[src/bedrock_pkg.sv]
// Memory command and response message types shared by the tile and its testbench
package bedrock_pkg;

  // Physical address and data beat widths
  localparam int ADDR_W = 32;
  localparam int DATA_W = 64;

  typedef enum logic
  {
    MEM_RD = 1'b0,
    MEM_WR = 1'b1
  } mem_op_t;

  // Single header per message, no size or length field
  typedef struct packed
  {
    mem_op_t             op;
    logic [ADDR_W-1:0]   addr;
  } mem_hdr_t;

  // Write data rides with the header in one beat
  typedef struct packed
  {
    mem_hdr_t            hdr;
    logic [DATA_W-1:0]   data;
  } mem_cmd_t;

  // Header is echoed back unchanged
  typedef struct packed
  {
    mem_hdr_t            hdr;
    logic [DATA_W-1:0]   data;
  } mem_resp_t;

endpackage

[src/tile_cfg_pkg.sv]
// Tile address map, device selectors and configuration bus layout, used by RTL and testbench
package tile_cfg_pkg;

  // Addresses at or above this are off-tile memory
  localparam logic [bedrock_pkg::ADDR_W-1:0] DRAM_BASE = 32'h8000_0000;

  // Device field of a local address
  localparam int DEV_LSB = 16;
  localparam int DEV_W   = 4;
  localparam logic [DEV_W-1:0] CFG_DEV   = 4'd2;
  localparam logic [DEV_W-1:0] CACHE_DEV = 4'd5;

  // Register index sits above the dword offset
  localparam int REG_LSB = 3;

  localparam int NUM_DEV = 3;

  typedef enum logic [1:0]
  {
    DEV_MEM  = 2'd0,
    DEV_CFG  = 2'd1,
    DEV_LOOP = 2'd2
  } dev_sel_t;

  typedef enum logic [4:0]
  {
    REG_FREEZE  = 5'd0,
    REG_CORE_ID = 5'd1,
    REG_DID     = 5'd2,
    REG_CORD    = 5'd3
  } cfg_reg_e;

  typedef struct packed
  {
    logic         freeze;
    logic [7:0]   core_id;
    logic [7:0]   did;
    logic [15:0]  cord;
  } cfg_bus_t;

endpackage

[src/cfg_regs.sv]
// Configuration register slice, answers memory commands and drives the tile configuration bus
`timescale 1ns/1ps

module cfg_regs (
  input  logic                   clk_i,
  input  logic                   rst_n_i,

  input  logic                   cmd_v_i,
  input  bedrock_pkg::mem_cmd_t  cmd_i,
  output logic                   cmd_ready_and_o,

  output logic                   resp_v_o,
  output bedrock_pkg::mem_resp_t resp_o,
  input  logic                   resp_ready_and_i,

  output tile_cfg_pkg::cfg_bus_t cfg_bus_o
);

  tile_cfg_pkg::cfg_bus_t            cfg_q;
  logic [4:0]                        reg_idx;
  logic [bedrock_pkg::DATA_W-1:0]    rd_data;
  logic                              is_wr;
  logic                              cmd_xfer;
  logic                              resp_v_q;
  bedrock_pkg::mem_resp_t            resp_q;

  assign reg_idx  = cmd_i.hdr.addr[tile_cfg_pkg::REG_LSB +: 5];
  assign is_wr    = (cmd_i.hdr.op == bedrock_pkg::MEM_WR);
  assign cmd_xfer = cmd_v_i && cmd_ready_and_o;

  // One response in flight at most
  assign cmd_ready_and_o = !resp_v_q;
  assign resp_v_o        = resp_v_q;
  assign resp_o          = resp_q;
  assign cfg_bus_o       = cfg_q;

  always_comb
  begin
    rd_data = '0;
    case (reg_idx)
      tile_cfg_pkg::REG_FREEZE:  rd_data[0]    = cfg_q.freeze;
      tile_cfg_pkg::REG_CORE_ID: rd_data[7:0]  = cfg_q.core_id;
      tile_cfg_pkg::REG_DID:     rd_data[7:0]  = cfg_q.did;
      tile_cfg_pkg::REG_CORD:    rd_data[15:0] = cfg_q.cord;
      default:                   rd_data       = '0;
    endcase
  end

  always_ff @(posedge clk_i or negedge rst_n_i)
  begin
    if (!rst_n_i)
    begin
      cfg_q    <= '{freeze: 1'b1, default: '0};
      resp_v_q <= 1'b0;
    end
    else
    begin
      if (cmd_xfer)
        resp_v_q <= 1'b1;
      else if (resp_ready_and_i)
        resp_v_q <= 1'b0;

      if (cmd_xfer && is_wr)
      begin
        case (reg_idx)
          tile_cfg_pkg::REG_FREEZE:  cfg_q.freeze  <= cmd_i.data[0];
          tile_cfg_pkg::REG_CORE_ID: cfg_q.core_id <= cmd_i.data[7:0];
          tile_cfg_pkg::REG_DID:     cfg_q.did     <= cmd_i.data[7:0];
          tile_cfg_pkg::REG_CORD:    cfg_q.cord    <= cmd_i.data[15:0];
          default:                   cfg_q         <= cfg_q;
        endcase
      end
    end
  end

  // Write acks carry no data
  always_ff @(posedge clk_i)
  begin
    if (cmd_xfer)
    begin
      resp_q.hdr  <= cmd_i.hdr;
      resp_q.data <= is_wr ? '0 : rd_data;
    end
  end

endmodule

[config.mk]
export PLATFORM = sky130hd
export DESIGN_NAME = cfg_regs
export DESIGN_NICKNAME = d
export VERILOG_FILES = /design/src/bedrock_pkg.sv /design/src/tile_cfg_pkg.sv /design/src/cfg_regs.sv
export SDC_FILE = /design/constraint.sdc
export NUM_CORES = 1
export LEC_CHECK = 0
export ABC_AREA = 1
export BUFFER_PORTS_ARGS = -buffer_cell sky130_fd_sc_hd__buf_2
export CAP_MARGIN = 20
export CORE_MARGIN = 2
export CORE_UTILIZATION = 47
export CTS_BUF_LIST = sky130_fd_sc_hd__clkbuf_2 sky130_fd_sc_hd__clkbuf_4 sky130_fd_sc_hd__clkbuf_8
export CTS_CLUSTER_DIAMETER = 80
export DETAILED_ROUTE_END_ITERATION = 6
export GPL_TIMING_DRIVEN = 0
export HOLD_SLACK_MARGIN = 0.15
export PLACE_DENSITY = 0.95
export SLEW_MARGIN = 20
export SYNTH_ARGS = -nofsm -noshare
export SYNTH_HDL_FRONTEND = slang
export SYNTH_SLANG_ARGS = --single-unit
[constraint.sdc]
create_clock -name clk_i -period 4.1 [get_ports clk_i]
set_clock_uncertainty 0.2 [all_clocks]
set_input_delay 0.41 -clock clk_i [delete_from_list [all_inputs] [get_ports clk_i]]
set_output_delay 0.41 -clock clk_i [all_outputs]
set_load 0.005 [all_outputs]
# Word level (Yosys, flattened, before mapping)

Cells that the tools add are included.

Equality and inequality tests: 3
Multiplexer cells: 4
Bitwise gates (word level): 1
Reductions and logical operators: 10

Operator list:

| cell                                                             | count |
|---|---|
| 7-bit one-hot mux with 3 select lines                            | 1 |
| 5-bit by 2-bit == test with 1-bit output (second input constant) | 2 |
| 2-bit AND reduction                                              | 4 |
| 5-bit by 1-bit == test with 1-bit output (second input constant) | 1 |
| 5-bit logical NOT                                                | 1 |
| 1-bit one-hot mux with 4 select lines                            | 1 |
| 1-bit logical AND                                                | 2 |
| 1-bit 2-to-1 mux                                                 | 2 |
| 2-bit nonzero test                                               | 1 |
| 2-bit OR reduction                                               | 1 |
| 1-bit logical NOT                                                | 1 |
| 1-bit inverter                                                   | 1 |

Register bits after elaboration: 131
Output and inout port bits: 132
Logic and storage cells: 28

# Depth between registers and ports, before layout

Gate-level depths: netlist of the first run.

Depth after elaboration: 4
Mapped depth: 8
Gate-level depth less buffers: 7

# Least setup slack after synthesis of the first run

OpenSTA, ideal clock, no wires.

Kind: register -> register
From: register resp_v_q (netlist: resp_v_o)
To: register cfg_q (netlist bit cfg_bus_o[18])
Library setup time: 0.123 ns
Arrival: 1.735 ns
Data required time: 3.777 ns
Setup slack: 2.042 ns
Cell stages (with the launch flop): 8
Path buffers: 1
Period minus slack after synthesis: 2.058 ns
Cells stage by stage: dfrtp_1 -> inv_2 -> nand2_1 -> inv_2 -> nand2_4 -> clkbuf_2 -> o21ai_0 -> nand2_1

Longest elaborated chain between the ends: 4

Ends and longest elaborated chain:

| what                          | line           | source |
|---|---|---|
| start: declaration            | cfg_regs.sv:24 | `logic resp_v_q;` |
| start signal: assignment      | cfg_regs.sv:54 | `resp_v_q <= 1'b0;` |
| start signal: assignment      | cfg_regs.sv:59 | `resp_v_q <= 1'b1;` |
| start signal: assignment      | cfg_regs.sv:61 | `resp_v_q <= 1'b0;` |
| 1-bit logical NOT             | cfg_regs.sv:32 | `assign cmd_ready_and_o = !resp_v_q;` |
| net cmd_ready_and_o           | cfg_regs.sv:10 | `output logic cmd_ready_and_o,` |
| 1-bit logical AND             | cfg_regs.sv:29 | `assign cmd_xfer = cmd_v_i && cmd_ready_and_o;` |
| net cmd_xfer                  | cfg_regs.sv:23 | `logic cmd_xfer;` |
| 1-bit logical AND             | cfg_regs.sv:63 | `if (cmd_xfer && is_wr)` |
| 2-bit AND reduction (no line) | --             |  |
| end signal: assignment        | cfg_regs.sv:70 | `default: cfg_q <= cfg_q;` |
| end: declaration              | cfg_regs.sv:19 | `tile_cfg_pkg::cfg_bus_t cfg_q;` |

The timed path passes the listed nets, and every way through them passes these cells.
A chain may end at the register's enable or synchronous reset.

# Final worst setup path of the first run

From: register resp_v_q (netlist: resp_v_o)
To: register cfg_q (netlist bit cfg_bus_o[27])

Longest elaborated chain between the ends: 4

Ends and longest elaborated chain:

| what                          | line |
|---|---|
| 1-bit logical NOT             | cfg_regs.sv:32 |
| 1-bit logical AND             | cfg_regs.sv:29 |
| net cmd_xfer                  | cfg_regs.sv:23 |
| 1-bit logical AND             | cfg_regs.sv:63 |
| 2-bit AND reduction (no line) | -- |

The timed path passes the listed nets, and every way through them passes these cells.

==> results of run 1 <==
[layer usage]
metal  track usage  share of wire  vias up  routed length [um]
li1              -              -     1471                   -
met1         0.350           0.31     1611                4110
met2         0.536           0.47      462                6300
met3         0.104           0.14      136                1900
met4         0.180          0.081        0                1090
met5             0              0        -                   0
[kinds of logic after synthesis]
family                 after synthesis  synth area share
other                                1           0.00103
buffers and inverters               81             0.145
AO/OA/AOI/OAI                       34            0.0467
flip-flops                          83             0.637
AND/OR/NAND/NOR                    119             0.170
[report_power, final]
part           total [uW]  switching, uW  internal, uW
registers            1030           56.0           972
clock network         594            314           280
logic                 337            185           151
[worst paths after layout]
path                                from       endpoint  slack (ps)  cells after the start
max                             resp_v_o  cfg_bus_o[27]        1420                      7
min                            cmd_i[71]     resp_o[71]         160                      1
max reg2reg                     resp_v_o  cfg_bus_o[27]        1420                      7
min reg2reg                cfg_bus_o[32]  cfg_bus_o[32]         340                      2
max in group asynchronous        rst_n_i  cfg_bus_o[18]        2650                      2
min in group asynchronous        rst_n_i       resp_v_o         550                      2
[layout make-up]
class	count	area, um^2
flip-flops and latches	83	2320
fillers	461	2280
repair buffers	186	1180
multi-input cells	201	970
plain buffers	60	449
well taps	102	128
clock buffers	9	124
inverters	21	78.8
clock inverters	7	68.8
[cells in the mapped netlist]
cell type / instances
nand2_4: 1
buf_6: 3
clkinv_1: 1
nor2_4: 3
o21ai_0: 29
inv_1: 17
clkbuf_2: 2
nand2_1: 61
buf_2: 3
inv_2: 3
o21ai_1: 2
conb_1: 1
dfrtp_1: 33
buf_4: 52
nor2_8: 2
nor2_1: 15
a21oi_1: 3
edfxtp_1: 49
nand4_1: 27
nand3_2: 1
nand3_4: 2
dfstp_2: 1
nand3_1: 7
[flip-flops by register name, indices dropped and copies added, names as in the netlist]
register	flops
resp_o	49
cfg_bus_o	33
resp_v_o	1
[worst max-delay path, stage by stage, from the launching register on]
cell and delay [ps]:
dfrtp_1 390, inv_2 70, nand2_1 120, inv_2 780, nand2_4 270, clkbuf_2 290
o21ai_0 280, nand2_1 120
[timing repair]
action,in CTS,in global routing
hold endpoints to repair,95,0
buffers inserted,0,0
hold buffers,50,0
[through the flow]
| step | cells | worst slack, ps | util | hold WS (ps) |
|---|---|---|---|---|
| after global routing | 669 | 1290 | 0.700 | 157 |
| after global placement | 603 | 1710 | 0.609 | 268 |
| after detailed placement | 603 | 1600 | 0.609 | 289 |
| after CTS | 669 | 1650 | 0.700 | 167 |
| final | 669 | 1420 | 0.700 | 156 |
| after floorplan | 365 | 2040 | - | -85.6 |
==> results_dict.tcl, run 1 <==
set metrics [dict create \
    status "finished with violations" \
    violations "DRC" \
    cts_tree "done" \
    place.detailed.hpwl_um 6970 \
    cts-root-buf "clkbuf_8" \
    tightest_slew_ps 1040 \
    gp_congestion 0.868 \
    mostFrequentLayoutCells "buf_2 (139), nand2_1 (61), buf_4 (52)" \
    crit_path_max_fanout 50 \
    core_um2 7610 \
    syn_inst 318 \
    synth_top_area_frac 0.404 \
    setup_viol 0 \
    clock.fmax_ghz 0.374 \
    drtPass1Iterations 7 \
    num_antenna_cells 0 \
    rows 32 \
    numCtsBuffers 9 \
    clk_latency_ps 360 \
    area_delta_synth_final_pct 46.0 \
    fp.dieW_um 92.1 \
    syn_avg_cell_area_um2 11.5 \
    max-cap-violations 0 \
    layout.nets 663 \
    synth_cell_types 23 \
    grt_pass1_wl_um 20000 \
    viasPerCell 5.50 \
    initial_core_util 0.479 \
    synth.ff_latch_count 83 \
    die_h_um 92.1 \
    grt-ovfl-total 0 \
    max-vdd-ir-drop_mv 0.194 \
    crit_path_start_kind "flip-flop" \
    drive_gt1_frac 0.395 \
    slew_violations 0 \
    drt_iter0_drc 775 \
    power_density_nw_per_um2 368 \
    rsz0062_at_grt "no" \
    layout_min_cycle_time_ps 2680 \
    grt_max_degree 51 \
    grt_pass1_vias 3548 \
    placedInstanceArea_um2 4630 \
    path_class "flip-flop to flip-flop" \
    synth_top_cell_by_area "edfxtp_1" \
    portBuffers 136 \
    die_area_um2 8480 \
    cts_resized 0 \
    synth_seq_area_share 0.637 \
    antenna_found_initial 0 \
    total_power_uw 1960 \
    cp_data_arrival_time_ps 2700 \
    synth_warnings 0 \
    finalHoldViolCount 0 \
    design_area_um2 5320 \
    synth_area_um2 3640 \
    cts.htree.levels 3 \
    slew_headroom 0.305 \
    synth.area.top_cells "edfxtp_1 (40%), dfrtp_1 (23%), buf_4 (11%)" \
    leakage_uw 0.00276 \
    cp.required_ps 4120 \
    drt-wirelength-per-cell_um 20.0 \
    clk_pin_slew_ps 100 \
    ioPinCount 233 \
    layout_commonest_cell "buf_2" \
    totalWireLength_um 13400 \
    hold_class "input pin to flip-flop" \
    end_kind "flip-flop" \
    grt_usage 0.317 \
    via_count 3680 \
    min_period_over_period 0.653 \
    clock_sinks 83 \
    cts_buffer_depth 2 \
    ant_nets 0 \
    fin_setup_tns_ps 0 \
    drc 1 \
]
(Power assumes the default switching activity.)
==> run 2, diff against run 1 <==
--- a/config.mk
+++ b/config.mk
@@ -9,13 +9,13 @@
 export BUFFER_PORTS_ARGS = -buffer_cell sky130_fd_sc_hd__buf_2
 export CAP_MARGIN = 20
 export CORE_MARGIN = 2
-export CORE_UTILIZATION = 47
+export CORE_UTILIZATION = 44
 export CTS_BUF_LIST = sky130_fd_sc_hd__clkbuf_2 sky130_fd_sc_hd__clkbuf_4 sky130_fd_sc_hd__clkbuf_8
 export CTS_CLUSTER_DIAMETER = 80
 export DETAILED_ROUTE_END_ITERATION = 6
 export GPL_TIMING_DRIVEN = 0
 export HOLD_SLACK_MARGIN = 0.15
-export PLACE_DENSITY = 0.95
+export PLACE_DENSITY = 0.92
 export SLEW_MARGIN = 20
 export SYNTH_ARGS = -nofsm -noshare
 export SYNTH_HDL_FRONTEND = slang
==> constraint.sdc (replaced) <==
create_clock -name clk_i -period 2.6 [get_ports clk_i]
set_clock_uncertainty 0.2 [all_clocks]
set_input_delay 0.26 -clock clk_i [delete_from_list [all_inputs] [get_ports clk_i]]
set_output_delay 0.26 -clock clk_i [all_outputs]
set_load 0.005 [all_outputs]
==> run 2 against run 1 <==
  * The run now ends clean
  * Cell count grew 1.0%
  * Count of clock-buffer cells in the layout rose by 1
  * Wire length fell by 26%
  * Register-to-register slack worse by 1000 ps
  * Setup slack got worse by 1100 ps
  * Critical endpoint is now cfg_bus_o[32]
==> results_dict.tcl, run 2 (synthesized netlist as in run 1, its figures left out) <==
set metrics [dict create \
    area_delta_synth_final_pct 46.5 \
    slew_violations 0 \
    mostFrequentLayoutCells "buf_2 (139), nand2_1 (61), dlygate4sd3_1 (53)" \
    grt_max_degree 51 \
    grt_usage 0.216 \
    drtPass1Iterations 5 \
    min_period_over_period 0.861 \
    numCtsBuffers 9 \
    die_h_um 95.0 \
    place_ws_ps 112 \
    grt_pass1_vias 3111 \
    totalWireLength_um 9930 \
    clock.fmax_ghz 0.447 \
    clock_sinks 83 \
    cts.htree.levels 3 \
    cp.required_ps 2690 \
    layout.nets 666 \
    fillers 560 \
    slew_headroom 0.492 \
    drt-wirelength-per-cell_um 14.7 \
    clk_pin_slew_ps 80 \
    cts_tree "done" \
    reg2reg_setup_slack_ps 400 \
    die_area_um2 9030 \
    crit_path_start_kind "input pin" \
    leakage_uw 0.00276 \
    path_class "input pin to flip-flop" \
    core_um2 8130 \
    setup_viol 0 \
    finalWorstSetupSlack_ps 361 \
    total_power_uw 2900 \
    drt_iter0_drc 189 \
    rsz0062_at_grt "no" \
    ant_nets 0 \
    gp_congestion 0.907 \
    hold_class "input pin to asynchronous set/reset pin" \
    grt-ovfl-total 0 \
    power_density_nw_per_um2 544 \
    layout_min_cycle_time_ps 2240 \
    end_kind "flip-flop" \
    fp.dieW_um 95.0 \
    fin_setup_tns_ps 0 \
    layout_commonest_cell "buf_2" \
    antenna_found_initial 1 \
    placedInstanceArea_um2 4630 \
    ioPinCount 233 \
    viasPerCell 4.66 \
    max-vdd-ir-drop_mv 0.245 \
    via_count 3148 \
    rows 33 \
    clk_latency_ps 350 \
    crit_path_max_fanout 10 \
    portBuffers 136 \
    drc 0 \
    status "complete, no violations" \
    largest_register_ffs 49 \
    cp_data_arrival_time_ps 2330 \
    reg2reg_depth 7 \
    finalHoldViolCount 0 \
    max-cap-violations 0 \
    grt_pass1_wl_um 14800 \
    drive_gt1_frac 0.395 \
    cts_buffer_depth 2 \
    post_cts_buffers 0 \
    initial_core_util 0.448 \
    tightest_slew_ps 762 \
    place.detailed.hpwl_um 6770 \
    cts-root-buf "clkbuf_8" \
    design_area_um2 5340 \
]
==> run 2: layer usage <==
layer  GRT usage  up-vias  wire length (um)  part of all wire
met5           0        -                 0                 0
met4       0.111        0               265             0.027
met3      0.0474       30               943             0.095
met2       0.399      213              5100              0.51
met1       0.230     1425              3620              0.36
li1            -     1480                 -                 -
==> run 2: worst paths after layout <==
| kind | from | to |
|---|---|---|
| worst max-delay path | cmd_i[67] | cfg_bus_o[32] |
| worst min-delay path | rst_n_i | resp_v_o |
| worst max register to register | resp_v_o | cfg_bus_o[30] |
| worst min register to register | cfg_bus_o[5] | cfg_bus_o[5] |
| max in group asynchronous | rst_n_i | cfg_bus_o[1] |
| min in group clk_i | cfg_bus_o[5] | cfg_bus_o[5] |
==> run 2: cell type report <==
cell class	instances	area [um^2]	area share
Antenna cell	1	2.50	0.000469
Buffer	60	449	0.0841
Clock buffer	10	131	0.0246
Clock inverter	6	40.0	0.00750
Inverter	21	81.3	0.0152
Multi-Input combinational cell	201	970	0.182
Sequential cell	83	2320	0.435
Tap cell	105	131	0.0246
Timing Repair Buffer	189	1210	0.227
==> run 2: power by group <==
part	switching [uW]	internal, uW	total (uW)
Sequential	70.6	1530	1600
Clock	448	357	805
Combinational	254	244	498
==> run 2: what timing repair did <==
action                                 CTS  global route
hold buffers                            53             0
gates resized for setup                  0             2
setup endpoints to repair                0            19
endpoints found under the hold margin  101             0
==> run 2: stage by stage <==
| stage | utilization | std cells | hold WS [ps] |
|---|---|---|---|
| floorplan | - | 365 | -236 |
| global placement | 0.570 | 606 | 154 |
| detailed placement | 0.570 | 606 | 163 |
| CTS | 0.656 | 675 | 318 |
| global route | 0.657 | 676 | 370 |
| finish | 0.657 | 676 | 317 |
==> run 2: critical path, stage by stage <==
cell           delay, ps
dlygate4sd3_1        540
buf_2                160
buf_4                180
inv_1                 90
buf_2                220
nand4_1              150
o21ai_1              150
dlygate4sd3_1        570
==> run 3, diff against run 2 <==
--- a/config.mk
+++ b/config.mk
@@ -8,14 +8,14 @@
 export ABC_AREA = 1
 export BUFFER_PORTS_ARGS = -buffer_cell sky130_fd_sc_hd__buf_2
 export CAP_MARGIN = 20
-export CORE_MARGIN = 2
 export CORE_UTILIZATION = 44
 export CTS_BUF_LIST = sky130_fd_sc_hd__clkbuf_2 sky130_fd_sc_hd__clkbuf_4 sky130_fd_sc_hd__clkbuf_8
 export CTS_CLUSTER_DIAMETER = 80
 export DETAILED_ROUTE_END_ITERATION = 6
 export GPL_TIMING_DRIVEN = 0
 export HOLD_SLACK_MARGIN = 0.15
-export PLACE_DENSITY = 0.92
+export PLACE_DENSITY = 0.86
+export SETUP_SLACK_MARGIN = 0.02
 export SLEW_MARGIN = 20
 export SYNTH_ARGS = -nofsm -noshare
 export SYNTH_HDL_FRONTEND = slang
==> run 3 against run 2 <==
  * Wire length is 5.1% lower
  * Utilization up 2.9 points
  * Die area fell by 4.2%
  * Highest routed layer unchanged
==> results_dict.tcl, run 3 (synthesized netlist as in run 1, its figures left out) <==
set metrics [dict create \
    clock.fmax_ghz 0.448 \
    layout_commonest_cell "buf_2" \
    place_ws_ps 161 \
    cts.htree.levels 3 \
    grt_usage 0.221 \
    crit_slowest_cell "dlygate4sd3_1" \
    fp.dieW_um 93.0 \
    end_kind "flip-flop" \
    initial_core_util 0.462 \
    fillers 539 \
    die_area_um2 8650 \
    setup_viol 0 \
    finalHoldViolCount 0 \
    totalWireLength_um 9410 \
    layout.nets 667 \
    cp.required_ps 2690 \
    place.detailed.hpwl_um 6420 \
    reg2reg_depth 8 \
    min_period_over_period 0.859 \
    cp_cell_sequence "dlygate4sd3_1, buf_2, buf_4, inv_1, buf_2, nand4_1, nand2_1, o21ai_1, dlygate4sd3_1" \
    r2r-start "resp_v_o" \
    numCtsBuffers 9 \
    grt_pass1_wl_um 14500 \
    multi_input_area_um2 970 \
    fin_setup_tns_ps 0 \
    cts_hold_buf 53 \
    tightest_slew_ps 750 \
    slowest_delay_ps 560 \
    drtPass1Iterations 4 \
    hold_end "resp_o[6]" \
    grt_max_degree 51 \
    grt_pass1_vias 2994 \
    clk_latency_ps 360 \
    crit_path_start_kind "input pin" \
    rsz0062_at_grt "no" \
    hp-start "cmd_v_i" \
    rows 32 \
    drt_iter0_drc 157 \
    power_density_nw_per_um2 579 \
    slew_headroom 0.500 \
    gp_congestion 0.894 \
    clk_pin_slew_ps 80 \
    cts_tree "done" \
    r2r-end "cfg_bus_o[25]" \
    drc 0 \
    mostFrequentLayoutCells "buf_2 (139), nand2_1 (61), dlygate4sd3_1 (53)" \
    die_h_um 93.0 \
    cts_buffer_depth 2 \
    viasPerCell 4.64 \
    largest_register_ffs 49 \
    path_class "input pin to flip-flop" \
    hold_class "input pin to flip-flop" \
    num_antenna_cells 0 \
    whs_path_depth 3 \
    portBuffers 136 \
    finalWorstSetupSlack_ps 368 \
    max-vdd-ir-drop_mv 0.250 \
    drive_gt1_frac 0.396 \
    cts-root-buf "clkbuf_8" \
    grt-ovfl-total 0 \
    leakage_uw 0.00279 \
    crit_path_max_fanout 10 \
    drt-wirelength-per-cell_um 14.0 \
    via_count 3122 \
    reg2reg_setup_slack_ps 510 \
    clock_sinks 83 \
    max-cap-violations 0 \
    post_cts_buffers 0 \
    slew_violations 0 \
    area_delta_synth_final_pct 48.3 \
    cp_data_arrival_time_ps 2320 \
    fin_util 0.685 \
    regArea_um2 2320 \
    cts_resized 0 \
    antenna_found_initial 0 \
    layout_min_cycle_time_ps 2230 \
    core_um2 7890 \
    status "complete, no violations" \
    ant_nets 0 \
    ioPinCount 233 \
]
## run 3: worst max-delay path: cells and delay by family
family	cells	cell delay, ps
simple gates	2	240
compound gates	1	60
buf+inv	6	1740
## run 3: worst max-delay path by stage
stage	to	startpoint
after global routing	cfg_bus_o[32]	cmd_i[70]
final	cfg_bus_o[32]	cmd_i[67]
after detailed placement	cfg_bus_o[25]	resp_v_o
after global placement	cfg_bus_o[22]	resp_v_o
after CTS	cfg_bus_o[25]	resp_v_o
after floorplan	cfg_bus_o[18]	resp_v_o
## run 3: layer usage
metal / part of all wire / wire length (um) / vias up / GRT usage
met1: 0.36 / 3380 / 1406 / 0.248
met5: 0 / 0 / - / 0
li1: - / - / 1481 / -
met2: 0.52 / 4860 / 211 / 0.398
met4: 0.030 / 280 / 0 / 0.106
met3: 0.095 / 895 / 24 / 0.0463
## run 3: layout make-up
type / instances / area share
Sequential cell: 83 / 0.430
Timing Repair Buffer: 190 / 0.228
Multi-Input combinational cell: 201 / 0.179
Buffer: 60 / 0.0831
Tap cell: 102 / 0.0236
Clock buffer: 9 / 0.0229
Clock inverter: 7 / 0.0187
Inverter: 21 / 0.0146
## run 3: power by group
| group | total [uW] | internal [uW] | switching [uW] |
|---|---|---|---|
| clock network | 1030 | 548 | 487 |
| registers | 1600 | 1530 | 66.8 |
| logic | 500 | 250 | 250 |
| total | 3130 | 2330 | 804 |
## run 3: metrics by stage
stage | area (um^2) | power [uW] | instances | hold slack (ps)
global route | 5410 | 3260 | 673 | 319
finish | 5410 | 3130 | 673 | 287
floorplan | 3820 | 1810 | 365 | -236
detailed placement | 4630 | 2040 | 603 | 164
global placement | 4630 | 2020 | 603 | 151
CTS | 5390 | 3130 | 672 | 313
